--- config.mk ---
export PLATFORM = sky130hd
export DESIGN_NAME = fm_regif_top
export DESIGN_NICKNAME = d
export VERILOG_FILES = /design/src/fm_pkg.sv /design/src/fm_bus_fsm.sv /design/src/fm_chan_regs.sv /design/src/fm_mmr.sv /design/src/fm_prescaler.sv /design/src/fm_regif_top.sv /design/src/fm_timers.sv
export SDC_FILE = /design/constraint.sdc
export NUM_CORES = 1
export LEC_CHECK = 0
export ABC_CLOCK_PERIOD_IN_PS = 3250
export BUFFER_PORTS_ARGS = -buffer_cell sky130_fd_sc_hd__buf_2
export CAP_MARGIN = 20
export CORE_MARGIN = 2
export CORE_UTILIZATION = 30
export CTS_BUF_LIST = sky130_fd_sc_hd__clkbuf_8
export DETAILED_ROUTE_END_ITERATION = 10
export SLEW_MARGIN = 20
export SYNTH_ARGS = -nofsm -noshare
export SYNTH_HDL_FRONTEND = slang
export SYNTH_SLANG_ARGS = --single-unit
--- constraint.sdc ---
create_clock -name clk -period 3.25 [get_ports clk]
set_input_delay 0.65 -clock clk [delete_from_list [all_inputs] [get_ports clk]]
set_output_delay 0.65 -clock clk [all_outputs]
set_load 0.02 [all_outputs]
--- src/fm_pkg.sv ---
// shared widths, register map and prescaler constants; only part 0/1 channel and global regs exist
package fm_pkg;

    typedef logic [7:0]  byte_t;       // bus data and register byte
    typedef logic [7:0]  reg_addr_t;   // selected register number
    typedef logic [10:0] fnum_t;
    typedef logic [2:0]  block_t;
    typedef logic [2:0]  chan_t;       // 0 to 5 valid
    typedef logic [2:0]  alg_t;
    typedef logic [2:0]  fb_t;
    typedef logic [3:0]  slot_mask_t;
    typedef logic [9:0]  timer_a_t;
    typedef logic [7:0]  timer_b_t;
    typedef logic [1:0]  div_sel_t;

    typedef enum logic {
        BUS_IDLE,
        BUS_ACK
    } bus_state_t;

    // global registers
    localparam reg_addr_t REG_CLKA1  = 8'h24;
    localparam reg_addr_t REG_CLKA2  = 8'h25;
    localparam reg_addr_t REG_CLKB   = 8'h26;
    localparam reg_addr_t REG_TIMER  = 8'h27;
    localparam reg_addr_t REG_KON    = 8'h28;
    localparam reg_addr_t REG_CLK_N6 = 8'h2D;
    localparam reg_addr_t REG_CLK_N3 = 8'h2E;
    localparam reg_addr_t REG_CLK_N2 = 8'h2F;

    // channel register bases, low two bits pick the channel within a part
    localparam reg_addr_t REG_FNUM_LO = 8'hA0;
    localparam reg_addr_t REG_FNUM_HI = 8'hA4;
    localparam reg_addr_t REG_FB_ALG  = 8'hB0;

    localparam int NUM_CH      = 6;
    localparam int CH_PER_PART = 3;
    localparam int BUSY_TICKS  = 32;
    localparam int TIMER_B_PRE = 16;

    // prescaler
    localparam div_sel_t   DIV_RESET   = 2'b11;
    localparam logic [2:0] DIV_RATIO_2 = 3'd2;
    localparam logic [2:0] DIV_RATIO_3 = 3'd3;
    localparam logic [2:0] DIV_RATIO_6 = 3'd6;

endpackage

--- src/fm_bus_fsm.sv ---
// wishbone classic slave, single-cycle ack, no wait states or errors; host must poll busy
`timescale 1ns/100ps

module fm_bus_fsm import fm_pkg::*; (
    input  logic       clk,
    input  logic       rst,
    input  logic       cyc,
    input  logic       stb,
    input  logic       we,
    input  logic [1:0] adr,
    input  byte_t      dat_i,
    input  byte_t      status,
    output logic       ack,
    output byte_t      dat_o,
    output logic       wr_pulse,
    output logic [1:0] wr_addr,
    output byte_t      wr_data
);

    bus_state_t state;

    assign ack = (state == BUS_ACK);   // one cycle, every cycle passes through ACK

    always_ff @(posedge clk) begin
        if (rst) begin
            state    <= BUS_IDLE;
            wr_pulse <= 1'b0;
            dat_o    <= '0;
        end else begin
            wr_pulse <= 1'b0;
            case (state)
                BUS_IDLE: begin
                    if (cyc && stb) begin
                        state <= BUS_ACK;
                        if (we) begin
                            wr_pulse <= 1'b1;
                        end else begin
                            dat_o <= status;   // status sampled on the accepted edge
                        end
                    end
                end
                BUS_ACK: begin
                    state <= BUS_IDLE;   // back to idle, next strobe seen next cycle
                end
                default: state <= BUS_IDLE;
            endcase
        end
    end

    // write payload, qualified by wr_pulse downstream
    always_ff @(posedge clk) begin
        if (state == BUS_IDLE && cyc && stb && we) begin
            wr_addr <= adr;
            wr_data <= dat_i;
        end
    end

endmodule

--- src/fm_chan_regs.sv ---
// six-channel register file with one shared freq-high latch; ch_sel 6 and 7 read as zero
`timescale 1ns/100ps

module fm_chan_regs import fm_pkg::*; (
    input  logic       clk,
    input  logic       rst,
    input  logic       up_fnum,
    input  logic       up_latch,
    input  logic       up_alg,
    input  logic       up_kon,
    input  chan_t      up_ch,
    input  byte_t      up_data,
    input  chan_t      ch_sel,
    output fnum_t      fnum,
    output block_t     block,
    output fb_t        fb,
    output alg_t       alg,
    output slot_mask_t kon_mask
);

    logic [5:0] latch_fnum;   // block in 5:3, fnum high in 2:0

    fnum_t      fnum_r  [NUM_CH];
    block_t     block_r [NUM_CH];
    fb_t        fb_r    [NUM_CH];
    alg_t       alg_r   [NUM_CH];
    slot_mask_t kon_r   [NUM_CH];

    always_ff @(posedge clk) begin
        if (rst) begin
            latch_fnum <= '0;
            for (int i = 0; i < NUM_CH; i++) begin
                fnum_r[i]  <= '0;
                block_r[i] <= '0;
                fb_r[i]    <= '0;
                alg_r[i]   <= '0;
                kon_r[i]   <= '0;
            end
        end else begin
            if (up_latch) begin
                latch_fnum <= up_data[5:0];   // shared by all channels
            end
            if (up_ch < chan_t'(NUM_CH)) begin
                if (up_fnum) begin
                    fnum_r[up_ch]  <= {latch_fnum[2:0], up_data};
                    block_r[up_ch] <= latch_fnum[5:3];
                end
                if (up_alg) begin
                    fb_r[up_ch]  <= up_data[5:3];
                    alg_r[up_ch] <= up_data[2:0];
                end
                if (up_kon) begin
                    kon_r[up_ch] <= up_data[7:4];   // one bit per slot
                end
            end
        end
    end

    // readout port
    always_comb begin
        if (ch_sel < chan_t'(NUM_CH)) begin
            fnum     = fnum_r[ch_sel];
            block    = block_r[ch_sel];
            fb       = fb_r[ch_sel];
            alg      = alg_r[ch_sel];
            kon_mask = kon_r[ch_sel];
        end else begin
            fnum     = '0;
            block    = '0;
            fb       = '0;
            alg      = '0;
            kon_mask = '0;
        end
    end

endmodule

--- src/fm_mmr.sv ---
// register decoder; global registers decoded in either part, operator regs and ch3 mode ignored
`timescale 1ns/100ps

module fm_mmr import fm_pkg::*; (
    input  logic       clk,
    input  logic       rst,
    input  logic       wr_pulse,
    input  logic [1:0] wr_addr,
    input  byte_t      wr_data,
    output div_sel_t   div_sel,
    output logic       busy_start,
    output timer_a_t   value_a,
    output timer_b_t   value_b,
    output logic       load_a,
    output logic       load_b,
    output logic       irq_en_a,
    output logic       irq_en_b,
    output logic       clr_a,
    output logic       clr_b,
    output logic       up_fnum,
    output logic       up_latch,
    output logic       up_alg,
    output logic       up_kon,
    output chan_t      up_ch,
    output byte_t      up_data
);

    reg_addr_t sel_reg;
    logic      part;       // 0 for channels 0-2, 1 for 3-5
    logic      data_wr;
    logic      chan_slot;  // low bits 3 is not a channel
    chan_t     reg_ch;
    chan_t     kon_ch;
    logic      kon_valid;

    assign data_wr   = wr_pulse && wr_addr[0];
    assign chan_slot = (sel_reg[1:0] != 2'b11);
    assign reg_ch    = chan_t'(sel_reg[1:0]) + (part ? chan_t'(CH_PER_PART) : chan_t'(0));

    // key-on channel code: 0-2 part 0, 4-6 part 1
    assign kon_valid = (wr_data[1:0] != 2'b11);
    assign kon_ch    = chan_t'(wr_data[1:0])
                     + (wr_data[2] ? chan_t'(CH_PER_PART) : chan_t'(0));

    always_ff @(posedge clk) begin
        if (rst) begin
            sel_reg    <= '0;
            part       <= 1'b0;
            div_sel    <= DIV_RESET;
            busy_start <= 1'b0;
            value_a    <= '0;
            value_b    <= '0;
            load_a     <= 1'b0;
            load_b     <= 1'b0;
            irq_en_a   <= 1'b0;
            irq_en_b   <= 1'b0;
            clr_a      <= 1'b0;
            clr_b      <= 1'b0;
            up_fnum    <= 1'b0;
            up_latch   <= 1'b0;
            up_alg     <= 1'b0;
            up_kon     <= 1'b0;
        end else begin
            // one-cycle pulses
            busy_start <= 1'b0;
            clr_a      <= 1'b0;
            clr_b      <= 1'b0;
            up_fnum    <= 1'b0;
            up_latch   <= 1'b0;
            up_alg     <= 1'b0;
            up_kon     <= 1'b0;
            if (wr_pulse && !wr_addr[0]) begin
                sel_reg <= wr_data;       // address port
                part    <= wr_addr[1];
            end else if (data_wr) begin
                busy_start <= 1'b1;
                case (sel_reg)
                    REG_CLKA1:  value_a[9:2] <= wr_data;
                    REG_CLKA2:  value_a[1:0] <= wr_data[1:0];
                    REG_CLKB:   value_b      <= wr_data;
                    REG_TIMER: begin
                        {clr_b, clr_a, irq_en_b, irq_en_a, load_b, load_a} <= wr_data[5:0];
                    end
                    REG_KON:    up_kon <= kon_valid;
                    REG_CLK_N6: div_sel[1] <= 1'b1;
                    REG_CLK_N3: div_sel[0] <= 1'b1;
                    REG_CLK_N2: div_sel    <= 2'b00;
                    default: ;
                endcase
                if (chan_slot) begin
                    up_fnum  <= (sel_reg[7:2] == REG_FNUM_LO[7:2]);
                    up_latch <= (sel_reg[7:2] == REG_FNUM_HI[7:2]);
                    up_alg   <= (sel_reg[7:2] == REG_FB_ALG[7:2]);
                end
            end
        end
    end

    // channel payload, only meaningful alongside a strobe
    always_ff @(posedge clk) begin
        if (data_wr) begin
            up_data <= wr_data;
            up_ch   <= (sel_reg == REG_KON) ? kon_ch : reg_ch;
        end
    end

endmodule

--- src/fm_prescaler.sv ---
// tick every 2, 3 or 6 cen pulses; busy counts ticks so it stalls if cen stops
`timescale 1ns/100ps

module fm_prescaler import fm_pkg::*; (
    input  logic     clk,
    input  logic     rst,
    input  logic     cen,
    input  div_sel_t div_sel,
    input  logic     busy_start,
    output logic     tick,
    output logic     busy
);

    logic [2:0] ratio;
    logic [2:0] div_cnt;
    logic [4:0] busy_cnt;

    always_comb begin
        case (div_sel)
            2'b00:   ratio = DIV_RATIO_2;
            2'b01:   ratio = DIV_RATIO_3;
            default: ratio = DIV_RATIO_6;   // 10 and 11 both divide by 6
        endcase
    end

    // divide counter runs down over cen, reload picks up a new ratio
    always_ff @(posedge clk) begin
        if (rst) begin
            div_cnt <= '0;
            tick    <= 1'b0;
        end else begin
            tick <= 1'b0;
            if (cen) begin
                if (div_cnt == '0) begin
                    tick    <= 1'b1;
                    div_cnt <= ratio - 3'd1;
                end else begin
                    div_cnt <= div_cnt - 3'd1;
                end
            end
        end
    end

    // busy held for BUSY_TICKS ticks after the last data write
    always_ff @(posedge clk) begin
        if (rst) begin
            busy     <= 1'b0;
            busy_cnt <= '0;
        end else if (busy_start) begin
            busy     <= 1'b1;
            busy_cnt <= '0;   // restart on every write
        end else if (busy && tick) begin
            if (busy_cnt == 5'(BUSY_TICKS - 1)) begin
                busy <= 1'b0;
            end
            busy_cnt <= busy_cnt + 5'd1;
        end
    end

endmodule

--- src/fm_regif_top.sv ---
// register interface top; channel state read via ch_sel, not over the bus
`timescale 1ns/100ps

module fm_regif_top import fm_pkg::*; (
    input  logic       clk,
    input  logic       rst,
    input  logic       cen,
    input  logic       cyc,
    input  logic       stb,
    input  logic       we,
    input  logic [1:0] adr,
    input  byte_t      dat_i,
    input  chan_t      ch_sel,
    output logic       ack,
    output byte_t      dat_o,
    output logic       irq,
    output fnum_t      fnum,
    output block_t     block,
    output fb_t        fb,
    output alg_t       alg,
    output slot_mask_t kon_mask
);

    byte_t      status;
    logic       wr_pulse;
    logic [1:0] wr_addr;
    byte_t      wr_data;
    div_sel_t   div_sel;
    logic       busy_start, tick, busy;
    timer_a_t   value_a;
    timer_b_t   value_b;
    logic       load_a, load_b, irq_en_a, irq_en_b, clr_a, clr_b;
    logic       flag_a, flag_b;
    logic       up_fnum, up_latch, up_alg, up_kon;
    chan_t      up_ch;
    byte_t      up_data;

    assign status = {busy, 5'b0, flag_b, flag_a};
    assign irq    = flag_a | flag_b;

    fm_bus_fsm u_bus (
        .clk(clk), .rst(rst), .cyc(cyc), .stb(stb), .we(we), .adr(adr),
        .dat_i(dat_i), .status(status), .ack(ack), .dat_o(dat_o),
        .wr_pulse(wr_pulse), .wr_addr(wr_addr), .wr_data(wr_data)
    );

    fm_prescaler u_pre (
        .clk(clk), .rst(rst), .cen(cen), .div_sel(div_sel),
        .busy_start(busy_start), .tick(tick), .busy(busy)
    );

    fm_mmr u_mmr (
        .clk(clk), .rst(rst), .wr_pulse(wr_pulse), .wr_addr(wr_addr), .wr_data(wr_data),
        .div_sel(div_sel), .busy_start(busy_start), .value_a(value_a), .value_b(value_b),
        .load_a(load_a), .load_b(load_b), .irq_en_a(irq_en_a), .irq_en_b(irq_en_b),
        .clr_a(clr_a), .clr_b(clr_b), .up_fnum(up_fnum), .up_latch(up_latch),
        .up_alg(up_alg), .up_kon(up_kon), .up_ch(up_ch), .up_data(up_data)
    );

    fm_timers u_tmr (
        .clk(clk), .rst(rst), .tick(tick), .value_a(value_a), .value_b(value_b),
        .load_a(load_a), .load_b(load_b), .irq_en_a(irq_en_a), .irq_en_b(irq_en_b),
        .clr_a(clr_a), .clr_b(clr_b), .flag_a(flag_a), .flag_b(flag_b)
    );

    fm_chan_regs u_ch (
        .clk(clk), .rst(rst), .up_fnum(up_fnum), .up_latch(up_latch), .up_alg(up_alg),
        .up_kon(up_kon), .up_ch(up_ch), .up_data(up_data), .ch_sel(ch_sel),
        .fnum(fnum), .block(block), .fb(fb), .alg(alg), .kon_mask(kon_mask)
    );

endmodule

--- src/fm_timers.sv ---
// timer a steps every tick, timer b every TIMER_B_PRE ticks; flags held until cleared
`timescale 1ns/100ps

module fm_timers import fm_pkg::*; (
    input  logic     clk,
    input  logic     rst,
    input  logic     tick,
    input  timer_a_t value_a,
    input  timer_b_t value_b,
    input  logic     load_a,
    input  logic     load_b,
    input  logic     irq_en_a,
    input  logic     irq_en_b,
    input  logic     clr_a,
    input  logic     clr_b,
    output logic     flag_a,
    output logic     flag_b
);

    timer_a_t cnt_a;
    timer_b_t cnt_b;
    logic [$clog2(TIMER_B_PRE)-1:0] pre_b;
    logic ovf_a;
    logic ovf_b;
    logic step_b;

    assign step_b = tick && (pre_b == '1);
    assign ovf_a  = load_a && tick && (cnt_a == '1);
    assign ovf_b  = load_b && step_b && (cnt_b == '1);

    always_ff @(posedge clk) begin
        if (rst) begin
            cnt_a <= '0;
            cnt_b <= '0;
            pre_b <= '0;
        end else begin
            if (!load_a) begin
                cnt_a <= value_a;           // stopped, preset from value
            end else if (tick) begin
                cnt_a <= ovf_a ? value_a : cnt_a + 1'b1;
            end
            if (!load_b) begin
                cnt_b <= value_b;
                pre_b <= '0;                // b prescale restarts with the timer
            end else if (tick) begin
                pre_b <= pre_b + 1'b1;
                if (step_b) begin
                    cnt_b <= ovf_b ? value_b : cnt_b + 1'b1;
                end
            end
        end
    end

    // an overflow on the same cycle as a clear wins
    always_ff @(posedge clk) begin
        if (rst) begin
            flag_a <= 1'b0;
            flag_b <= 1'b0;
        end else begin
            if (ovf_a && irq_en_a) begin
                flag_a <= 1'b1;
            end else if (clr_a) begin
                flag_a <= 1'b0;
            end
            if (ovf_b && irq_en_b) begin
                flag_b <= 1'b1;
            end else if (clr_b) begin
                flag_b <= 1'b0;
            end
        end
    end

endmodule

==> metrics.md, run 1 <==
| Metric | Value |
|---|---|
| Drt pass-1 iters | `8` |
| Starting Density | `30.5%` |
| Die width | `between 150 and 200 µm` |
| # hold bufs at CTS | `0` |
| Num rows | `69` |
| Synth-to-layout area growth | `14.4%` |
| PostCTS Resize Cnt | `0` |
| First-pass GRT wire length | `between 30000 and 40000 µm` |
| Crit Path Class | `in2out` |
| Synth unique cells | `62` |
| Synth area leader | `edfxtp_1` |
| Worst clock skew | `0.0174 ns` |
| Wire length per cell | `16.6 µm` |
| CTS tree | `yes` |
| Vias in the first global route | `between 7000 and 8000` |
| CP Data Arrival Time | `2.00 ns` |
| Io pins | `53` |
| Clk sinks | `between 200 and 300` |
| Met2 usage | `between 20% and 30%` |
| Hold Vio Cnt, Final | `0` |
| Synth warnings | `0` |
| Mean area per synthesized cell | `between 10 and 15 µm²` |
| Slew @ Worst Pin | `0.822 ns` |
| Grt ovf | `0` |
| Synth top area share | `between 40% and 50%` |
| Met1 Use GR | `approximately a fifth` |
| Startpoint types | `primary input` |
| Die height | `194 µm` |
| Critical Path, Cell by Cell | `buf_2 -> buf_12 -> nand2b_1 -> buf_4 -> o22ai_1 -> buf_2` |
| Fillers | `3529` |
| Fin crit share | `81.5%` |
| Pwr Total | `6.40 mW` |
| #FFs+latches synth | `250` |
| Min Tclk post-route | `2.65 ns` |
| Clk root buf | `clkbuf_8` |
| Post-Route WL | `around 25000 µm` |
| Post-synth ARST share | `0%` |
| 1st-iter DRT viols | `620` |
| Clock transition at the registers of the reported paths | `0.06 ns` |
| Most frequent CP cell | `buf_2` |
| Via density per instance | `around 4.9` |
| Biggest regs | `u_ch.fnum_r: 66 flops, u_ch.kon_r: 24 flops` |
| VDD IR max | `between 0.2 and 0.3 mV` |
| Die area | `0.0378 mm²` |
| Via Count | `7304` |
| Top post-synthesis cells by area | `edfxtp_1 (46%), dfxtp_1 (16%), nor2_1 (5.8%)` |
| GP Congestion | `about 0.82` |
| Critical path buffers and inverters | `4` |
| Busiest metal layer after global routing | `met2` |
| Setup TNS | `0 ns` |
| H-tree depth | `2` |
| Initial antenna violation count | `2` |
| IO buf count | `47` |
| Critical Path Max Stage Delay | `0.33 ns` |
| Max cap viols | `0` |
| Crit-path max FO | `24` |
| Final setup vio count | `0` |
| Layout cells sized above 1 | `14.5%` |
| Most flops, register | `u_ch.fnum_r` |
| Worst slew margin | `44.6%` |
| Mapped Area | `approximately 0.011 mm²` |
| Max FFs per register | `66` |
| Final Net Count | `1039` |
| FMAX | `roughly 380 MHz` |
| Worst EP required | `2.60 ns` |
| CP Capture Type | `output port` |
| Worst Hold Class | `in2reg` |
| Crit path max-delay family | `buffers and inverters` |
| Pins over their slew limit | `0` |
| DRT antenna net count | `0` |
| Clock buffer count from CTS | `41` |
| Sequential fraction of the synthesis area | `61.2%` |
| Total track usage | `13.2%` |
| Outcome | `finished, violations left` |
| Setup repair bufs after CTS | `0` |
| Leakage | `4.62 nW` |
| Largest net degree at the start of global routing | `65` |
| Diodes inserted | `0` |
| Violated checks | `design-rule violations` |
| PD cells | `514 mW/mm²` |
| Most common cell after layout, fill and taps aside | `nor2_1` |
| Ys flop type | `edfxtp_1` |
| CTS Buffer Depth | `3` |
| Core area | `0.0357 mm²` |
| Hpwl dp | `15900 µm` |
| Worst-skew pair later-pin latency | `0.55 ns` |
| Worst-path cell with the longest stage delay | `buf_4` |
| DRC | `4` |
| Synth Instances | `945` |
| Met3 Track Usage GR | `2.85%` |
| Most frequent cells in the layout | `nor2_1 (169), edfxtp_1 (165), nand2_1 (93)` |
| Post-synth EDFFs | `165` |
| RSZ-0062 raised after global routing | `no` |
[cell families (layout without fill, tap and decap cells)]
family          after synthesis  in the layout  share of synthesized area [%]
simple gates                382            382                           16.2
other cells                   1              5                         0.0345
xor+xnor                      9              9                          0.724
mux                          86             86                           10.7
compound gates               94             94                           5.77
flops                       250            250                           61.2
buf+inv                     113            207                           4.12
fa+ha+maj                    10             10                           1.29
[path summary, 6_finish.rpt]
| check | from | to | slack, ns | depth (start not counted) |
|---|---|---|---|---|
| worst max register to register | u_mmr.up_ch[1]$_DFFE_PP_ | u_ch.fb_r[2][0]$_SDFFCE_PN0P_ | 0.88 | 4 |
| worst min register to register | u_mmr.part$_SDFFE_PP0P_ | u_mmr.part$_SDFFE_PP0P_ | 0.48 | 2 |
| worst min-delay path | dat_i[3] | u_bus.wr_data[3]$_DFFE_PP_ | 0.28 | 1 |
| worst max-delay path | ch_sel[1] | kon_mask[3] | 0.60 | 6 |
[power by group]
part / total, mW / leakage (nW) / internal [mW] / switching (mW)
clock: 2.58 / 0.472 / 1.34 / 1.24
combinational: 0.333 / 1.78 / 0.123 / 0.210
sequential: 3.49 / 2.36 / 3.45 / 0.0361
[stage by stage]
step           area (µm²)  util, %  instances  hold WS [ns]  setup slack, ns
5_1_grt             12400     34.9       1504         0.250            0.528
3_3_place_gp        11700     32.7       1428         0.466            0.588
2_1_floorplan       10900        -        949         0.440            0.663
3_5_place_dp        11700     32.7       1428         0.466            0.584
4_1_cts             12400     34.9       1504         0.255            0.577
6_report            12400     34.9       1504         0.279            0.600
[Yosys cell counts (5+ instances only)]
| master | number |
|---|---|
| nor2_1 | 169 |
| edfxtp_1 | 165 |
| nand2_1 | 93 |
| dfxtp_1 | 85 |
| inv_1 | 63 |
| mux2i_1 | 61 |
| clkbuf_1 | 34 |
| o22ai_1 | 25 |
| mux4_2 | 24 |
| nand3_1 | 24 |
| a21oi_1 | 21 |
| and3_1 | 15 |
| and2_1 | 14 |
| nor3_1 | 13 |
| o21ai_0 | 11 |
| ha_1 | 8 |
| nand4_1 | 7 |
| nor4_1 | 7 |
| and4_1 | 6 |
| buf_1 | 6 |
| nand2b_1 | 6 |
| a211oi_1 | 5 |
| buf_4 | 5 |
| xor2_1 | 5 |
[final cells by class]
cell class / instances / area, µm² / area share [%]
clock buffers: 44 / 606 / 4.87
clock inverters: 32 / 163 / 1.31
inverters: 64 / 240 / 1.93
multi-input cells: 586 / 3790 / 30.5
flip-flops and latches: 250 / 6660 / 53.5
well taps: 461 / 577 / 4.64
repair buffers: 67 / 410 / 3.30
[per-layer routing]
| metal | wire, µm | vias to the layer above | part of all wire (%) |
|---|---|---|---|
| met5 | 13 | - | 0.052 |
| met3 | 1410 | 44 | 5.7 |
| met4 | 397 | 2 | 1.6 |
| li1 | - | 3516 | - |
| met2 | 11200 | 190 | 45 |
| met1 | 11900 | 3552 | 48 |
Note: power is estimated with default switching activity, not from simulation.
==> inputs of run 2 (changes only) <==
- ABC_CLOCK_PERIOD_IN_PS: 3250 -> 2600
- clock period: 3.25 -> 2.6 ns (I/O delays scaled with it)
==> metrics.md, run 2 (synthesis results as in run 1) <==
| Metric | Value |
|---|---|
| Clock transition at the registers of the reported paths | `roughly 0.050 ns` |
| CP Data Arrival Time | `1.85 ns` |
| Clock buffer count from CTS | `42` |
| Num rows | `69` |
| Design area | `around 0.013 mm²` |
| Leakage | `4.71 nW` |
| Max FFs per register | `66` |
| Via density per instance | `4.84` |
| Placed instance area | `0.0118 mm²` |
| Violated checks | `design-rule violations` |
| Io pins | `53` |
| Wire length per cell | `about 16 µm` |
| Most flops, register | `u_ch.fnum_r` |
| First-pass GRT wire length | `between 40000 and 50000 µm` |
| VDD IR max | `0.401 mV` |
| Min Tclk post-route | `between 2 and 2.5 ns` |
| GP Congestion | `just over 0.8` |
| 1st-iter DRT viols | `567` |
| Outcome | `finished, violations left` |
| Total track usage | `13.3%` |
| Initial antenna violation count | `3` |
| CTS tree | `yes` |
| Setup repair bufs after CTS | `0` |
| Starting Density | `roughly 31%` |
| Hpwl dp | `16800 µm` |
| Place WS | `0.139 ns` |
| Final Net Count | `1059` |
| Final Core Density | `35.4%` |
| Die area | `roughly 0.038 mm²` |
| Max cap viols | `0` |
| Drt pass-1 iters | `10` |
| IO buf count | `47` |
| Diodes inserted | `0` |
| Fin crit share | `91.1%` |
| Worst slew margin | `50.2%` |
| Clk root buf | `clkbuf_8` |
| Slew @ Worst Pin | `0.745 ns` |
| Setup TNS | `0 ns` |
| FMAX | `422 MHz` |
| Die width | `194 µm` |
| CTS Buffer Depth | `3` |
| Startpoint types | `primary input` |
| Final WS setup | `0.230 ns` |
| Clk sinks | `250` |
| Via Count | `7380` |
| Crit-path max FO | `9` |
| Final setup vio count | `0` |
| Reg2Reg Setup Slack | `0.48 ns` |
| Worst-skew pair later-pin latency | `0.57 ns` |
| Die height | `194 µm` |
| Final Hold Slack | `~0.15 ns` |
| PD cells | `639 mW/mm²` |
| Hold Vio Cnt, Final | `0` |
| Worst clock skew | `0.0395 ns` |
| DRT antenna net count | `0` |
| Grt ovf | `0` |
| Most frequent cells in the layout | `nor2_1 (169), edfxtp_1 (165), nand2_1 (93)` |
| Worst Hold Class | `in2reg` |
| Layout cells sized above 1 | `16.4%` |
| Post-Route WL | `about 25000 µm` |
| H-tree depth | `2` |
| Worst EP required | `2.08 ns` |
| Core area | `0.0357 mm²` |
| Synth-to-layout area growth | `16.1%` |
| Largest net degree at the start of global routing | `between 60 and 70` |
| Pins over their slew limit | `0` |
| Most common cell after layout, fill and taps aside | `nor2_1` |
| Crit Path Class | `in2out` |
| Vias in the first global route | `7448` |
| CP Capture Type | `output port` |
| Biggest regs | `u_ch.fnum_r: 66 flops, u_ch.kon_r: 24 flops` |
| DRC | `4` |
| RSZ-0062 raised after global routing | `no` |
[run 2: changes by cell type in the layout (fill, tap and decap cells not counted), sizes merged]
cell / before / now
clkinvlp: 0 / 1
buf: 67 / 86
inv: 86 / 82
clkinv: 9 / 13
[run 2: power breakdown]
group | internal [mW] | leakage [nW] | switching (mW) | total (mW)
registers | 4.31 | 2.36 | 0.0454 | 4.36
clock network | 1.69 | 0.466 | 1.59 | 3.28
logic | 0.164 | 1.88 | 0.260 | 0.424
[run 2: path summary, 6_finish.rpt]
| check | from | to | cells after the start |
|---|---|---|---|
| hold reg to reg | u_bus.dat_o[0]$_SDFFE_PP0P_ | u_bus.dat_o[0]$_SDFFE_PP0P_ | 2 |
| hold / removal | dat_i[4] | u_bus.wr_data[4]$_DFFE_PP_ | 1 |
| setup / recovery | ch_sel[0] | kon_mask[3] | 6 |
| setup reg to reg | u_mmr.up_ch[1]$_DFFE_PP_ | u_ch.fnum_r[4][8]$_SDFFCE_PN0P_ | 4 |
[run 2: routing by layer]
metal	vias to the layer above	global-route usage [%]	wire length (µm)
li1	3550	-	-
met1	3587	17.8	11500
met2	196	21.9	11600
met3	43	2.86	1370
met4	4	3.93	457
met5	-	0	21
[run 2: metrics by stage]
step,instances,power [mW]
after detailed placement,1447,4.87
after global placement,1447,4.87
after CTS,1524,8.17
final,1524,8.06
after global routing,1524,8.39
after floorplan,949,4.71
[run 2: timing repair]
item	CTS	global route
gates resized for setup	0	1
hold buffers	0	0
setup endpoints to repair	0	3
[run 2: area by class of cell]
type / count / area, µm²
Inverter: 64 / 240
Multi-Input combinational cell: 586 / 3790
Sequential cell: 250 / 6660
Clock buffer: 44 / 606
Tap cell: 461 / 577
Fill cell: 3561 / 23000
Clock inverter: 33 / 179
Timing Repair Buffer: 86 / 578
[run 2: worst max-delay path, stage by stage]
cell and delay, ns:
buf_2 0.24, buf_12 0.18, mux4_2 0.51, inv_1 0.07, o22ai_1 0.12, buf_2 0.20
==> inputs of run 3 (changes only) <==
- MAX_ROUTING_LAYER: default -> met4
==> metrics.md, run 3 (synthesis results as in run 1) <==
| Metric | Value |
|---|---|
| Outcome | `finished, violations left` |
| Violated checks | `design-rule violations` |
| Reg2Reg Setup Slack | `0.50 ns` |
| Final setup vio count | `0` |
| Clk sinks | `250` |
| Worst R2R Start | `u_mmr.up_ch[1]$_DFFE_PP_` |
| H-tree depth | `2` |
| Core area | `roughly 0.036 mm²` |
| Via density per instance | `between 4 and 5` |
| FMAX | `422 MHz` |
| Hold path start | `dat_i[4]` |
| Most common cell after layout, fill and taps aside | `nor2_1` |
| Io pins | `53` |
| Crit Path Class | `in2out` |
| Via Count | `around 7400` |
| Crit-path max FO | `9` |
| CTS Buffer Depth | `3` |
| Synth-to-layout area growth | `16.1%` |
| GP Congestion | `0.830` |
| Worst-skew pair later-pin latency | `0.57 ns` |
| 1st-iter DRT viols | `565` |
| DRT antenna net count | `0` |
| Initial antenna violation count | `3` |
| Fin crit share | `between 90 and 100%` |
| VDD IR max | `0.401 mV` |
| Clock buffer count from CTS | `42` |
| # hold bufs at CTS | `0` |
| Slew @ Worst Pin | `0.745 ns` |
| Starting Density | `30.5%` |
| Worst EP required | `2.08 ns` |
| Setup repair bufs after CTS | `0` |
| Reg2reg path depth | `4` |
| Hpwl dp | `16800 µm` |
| Most flops, register | `u_ch.fnum_r` |
| Hold depth | `1` |
| Hold Vio Cnt, Final | `0` |
| Max cap viols | `0` |
| Leakage | `4.71 nW` |
| Largest net degree at the start of global routing | `between 60 and 70` |
| Total track usage | `13.8%` |
| Drt pass-1 iters | `9` |
| Crit Reg-Reg Endpoint | `u_ch.fnum_r[4][8]$_SDFFCE_PN0P_` |
| Clk root buf | `clkbuf_8` |
| Wire length per cell | `16.3 µm` |
| Clock transition at the registers of the reported paths | `about 0.05 ns` |
| Pins over their slew limit | `0` |
| Worst clock skew | `0.0400 ns` |
| Die area | `0.0378 mm²` |
| Num rows | `69` |
| IO buf count | `47` |
| Worst Hold Class | `in2reg` |
| Most frequent cells in the layout | `nor2_1 (169), edfxtp_1 (165), nand2_1 (93)` |
| Fillers | `3559` |
| CTS tree | `yes` |
| Max FFs per register | `66` |
| Placed cells | `1447` |
| Min Tclk post-route | `2.37 ns` |
| PostCTS Resize Cnt | `0` |
| Worst slew margin | `50.2%` |
| Startpoint types | `primary input` |
| Hold Path End | `u_bus.wr_data[4]$_DFFE_PP_` |
| Finished Layout Cells | `1526` |
| First-pass GRT wire length | `approximately 40000 µm` |
| Die height | `between 150 and 200 µm` |
| Grt ovf | `0` |
| PD cells | `638 mW/mm²` |
| Final Net Count | `between 1000 and 1500` |
| Vias in the first global route | `7465` |
| Post-Route WL | `24900 µm` |
| Setup TNS | `0 ns` |
| RSZ-0062 raised after global routing | `no` |
| CP Data Arrival Time | `1.85 ns` |
| CP Capture Type | `output port` |
| Layout cells sized above 1 | `16.4%` |
| Final WS setup | `0.230 ns` |
| Place WS | `0.139 ns` |
| Die width | `194 µm` |
| Biggest regs | `u_ch.fnum_r: 66 flops, u_ch.kon_r: 24 flops` |
| DRC | `4` |
[run 3: cell count changes in the layout (fill, tap and decap cells not counted)]
cell,before,now
diode_2,0,2
[run 3: per-stage QoR]
| stage | instance area [µm²] | total power [mW] | hold WS [ns] | utilization (%) |
|---|---|---|---|---|
| after global placement | 11800 | 4.87 | 0.465 | 33.2 |
| after floorplan | 10900 | 4.71 | 0.440 | - |
| after CTS | 12600 | 8.17 | 0.110 | 35.4 |
| final | 12600 | 8.06 | 0.148 | 35.4 |
| after detailed placement | 11800 | 4.87 | 0.468 | 33.2 |
| after global routing | 12600 | 8.39 | 0.115 | 35.4 |
[run 3: power by group]
part           switching [mW]  internal [mW]
clock network            1.59           1.69
logic                   0.259          0.164
registers              0.0454           4.31
total                    1.90           6.17
[run 3: worst max path at each step]
stage,from,to,cells past startpoint
final,ch_sel[0],kon_mask[3],6
after CTS,u_mmr.up_ch[1]$_DFFE_PP_,u_ch.fnum_r[3][9]$_SDFFCE_PN0P_,4
after floorplan,ch_sel[0],alg[0],4
after global placement,ch_sel[0],kon_mask[3],6
after detailed placement,rst,u_ch.fnum_r[0][6]$_SDFFCE_PN0P_,5
after global routing,ch_sel[0],fnum[9],6
[run 3: per-layer routing]
layer | wire [µm] | track usage (%) | vias up | part of all wire, %
met2 | 11600 | 21.9 | 212 | 46
li1 | - | - | 3561 | -
met1 | 11500 | 17.9 | 3575 | 46
met4 | 442 | 3.93 | 0 | 1.8
met3 | 1380 | 2.81 | 41 | 5.5
met5 | 0 | - | - | 0
[run 3: final cells by class]
| type | instances | area, µm² | area share, % |
|---|---|---|---|
| antenna | 2 | 5.00 | 0.0396 |
| clock buffer | 44 | 606 | 4.79 |
| clock inverter | 33 | 179 | 1.42 |
| inverter | 64 | 240 | 1.90 |
| multi-input combinational | 586 | 3790 | 30.0 |
| sequential | 250 | 6660 | 52.7 |
| tap | 461 | 577 | 4.57 |
| timing repair buffer | 86 | 578 | 4.58 |
[run 3: critical path, stage by stage]
cell     delay (ns)
buf_2          0.24
buf_12         0.18
mux4_2         0.51
inv_1          0.07
o22ai_1        0.12
buf_2          0.20
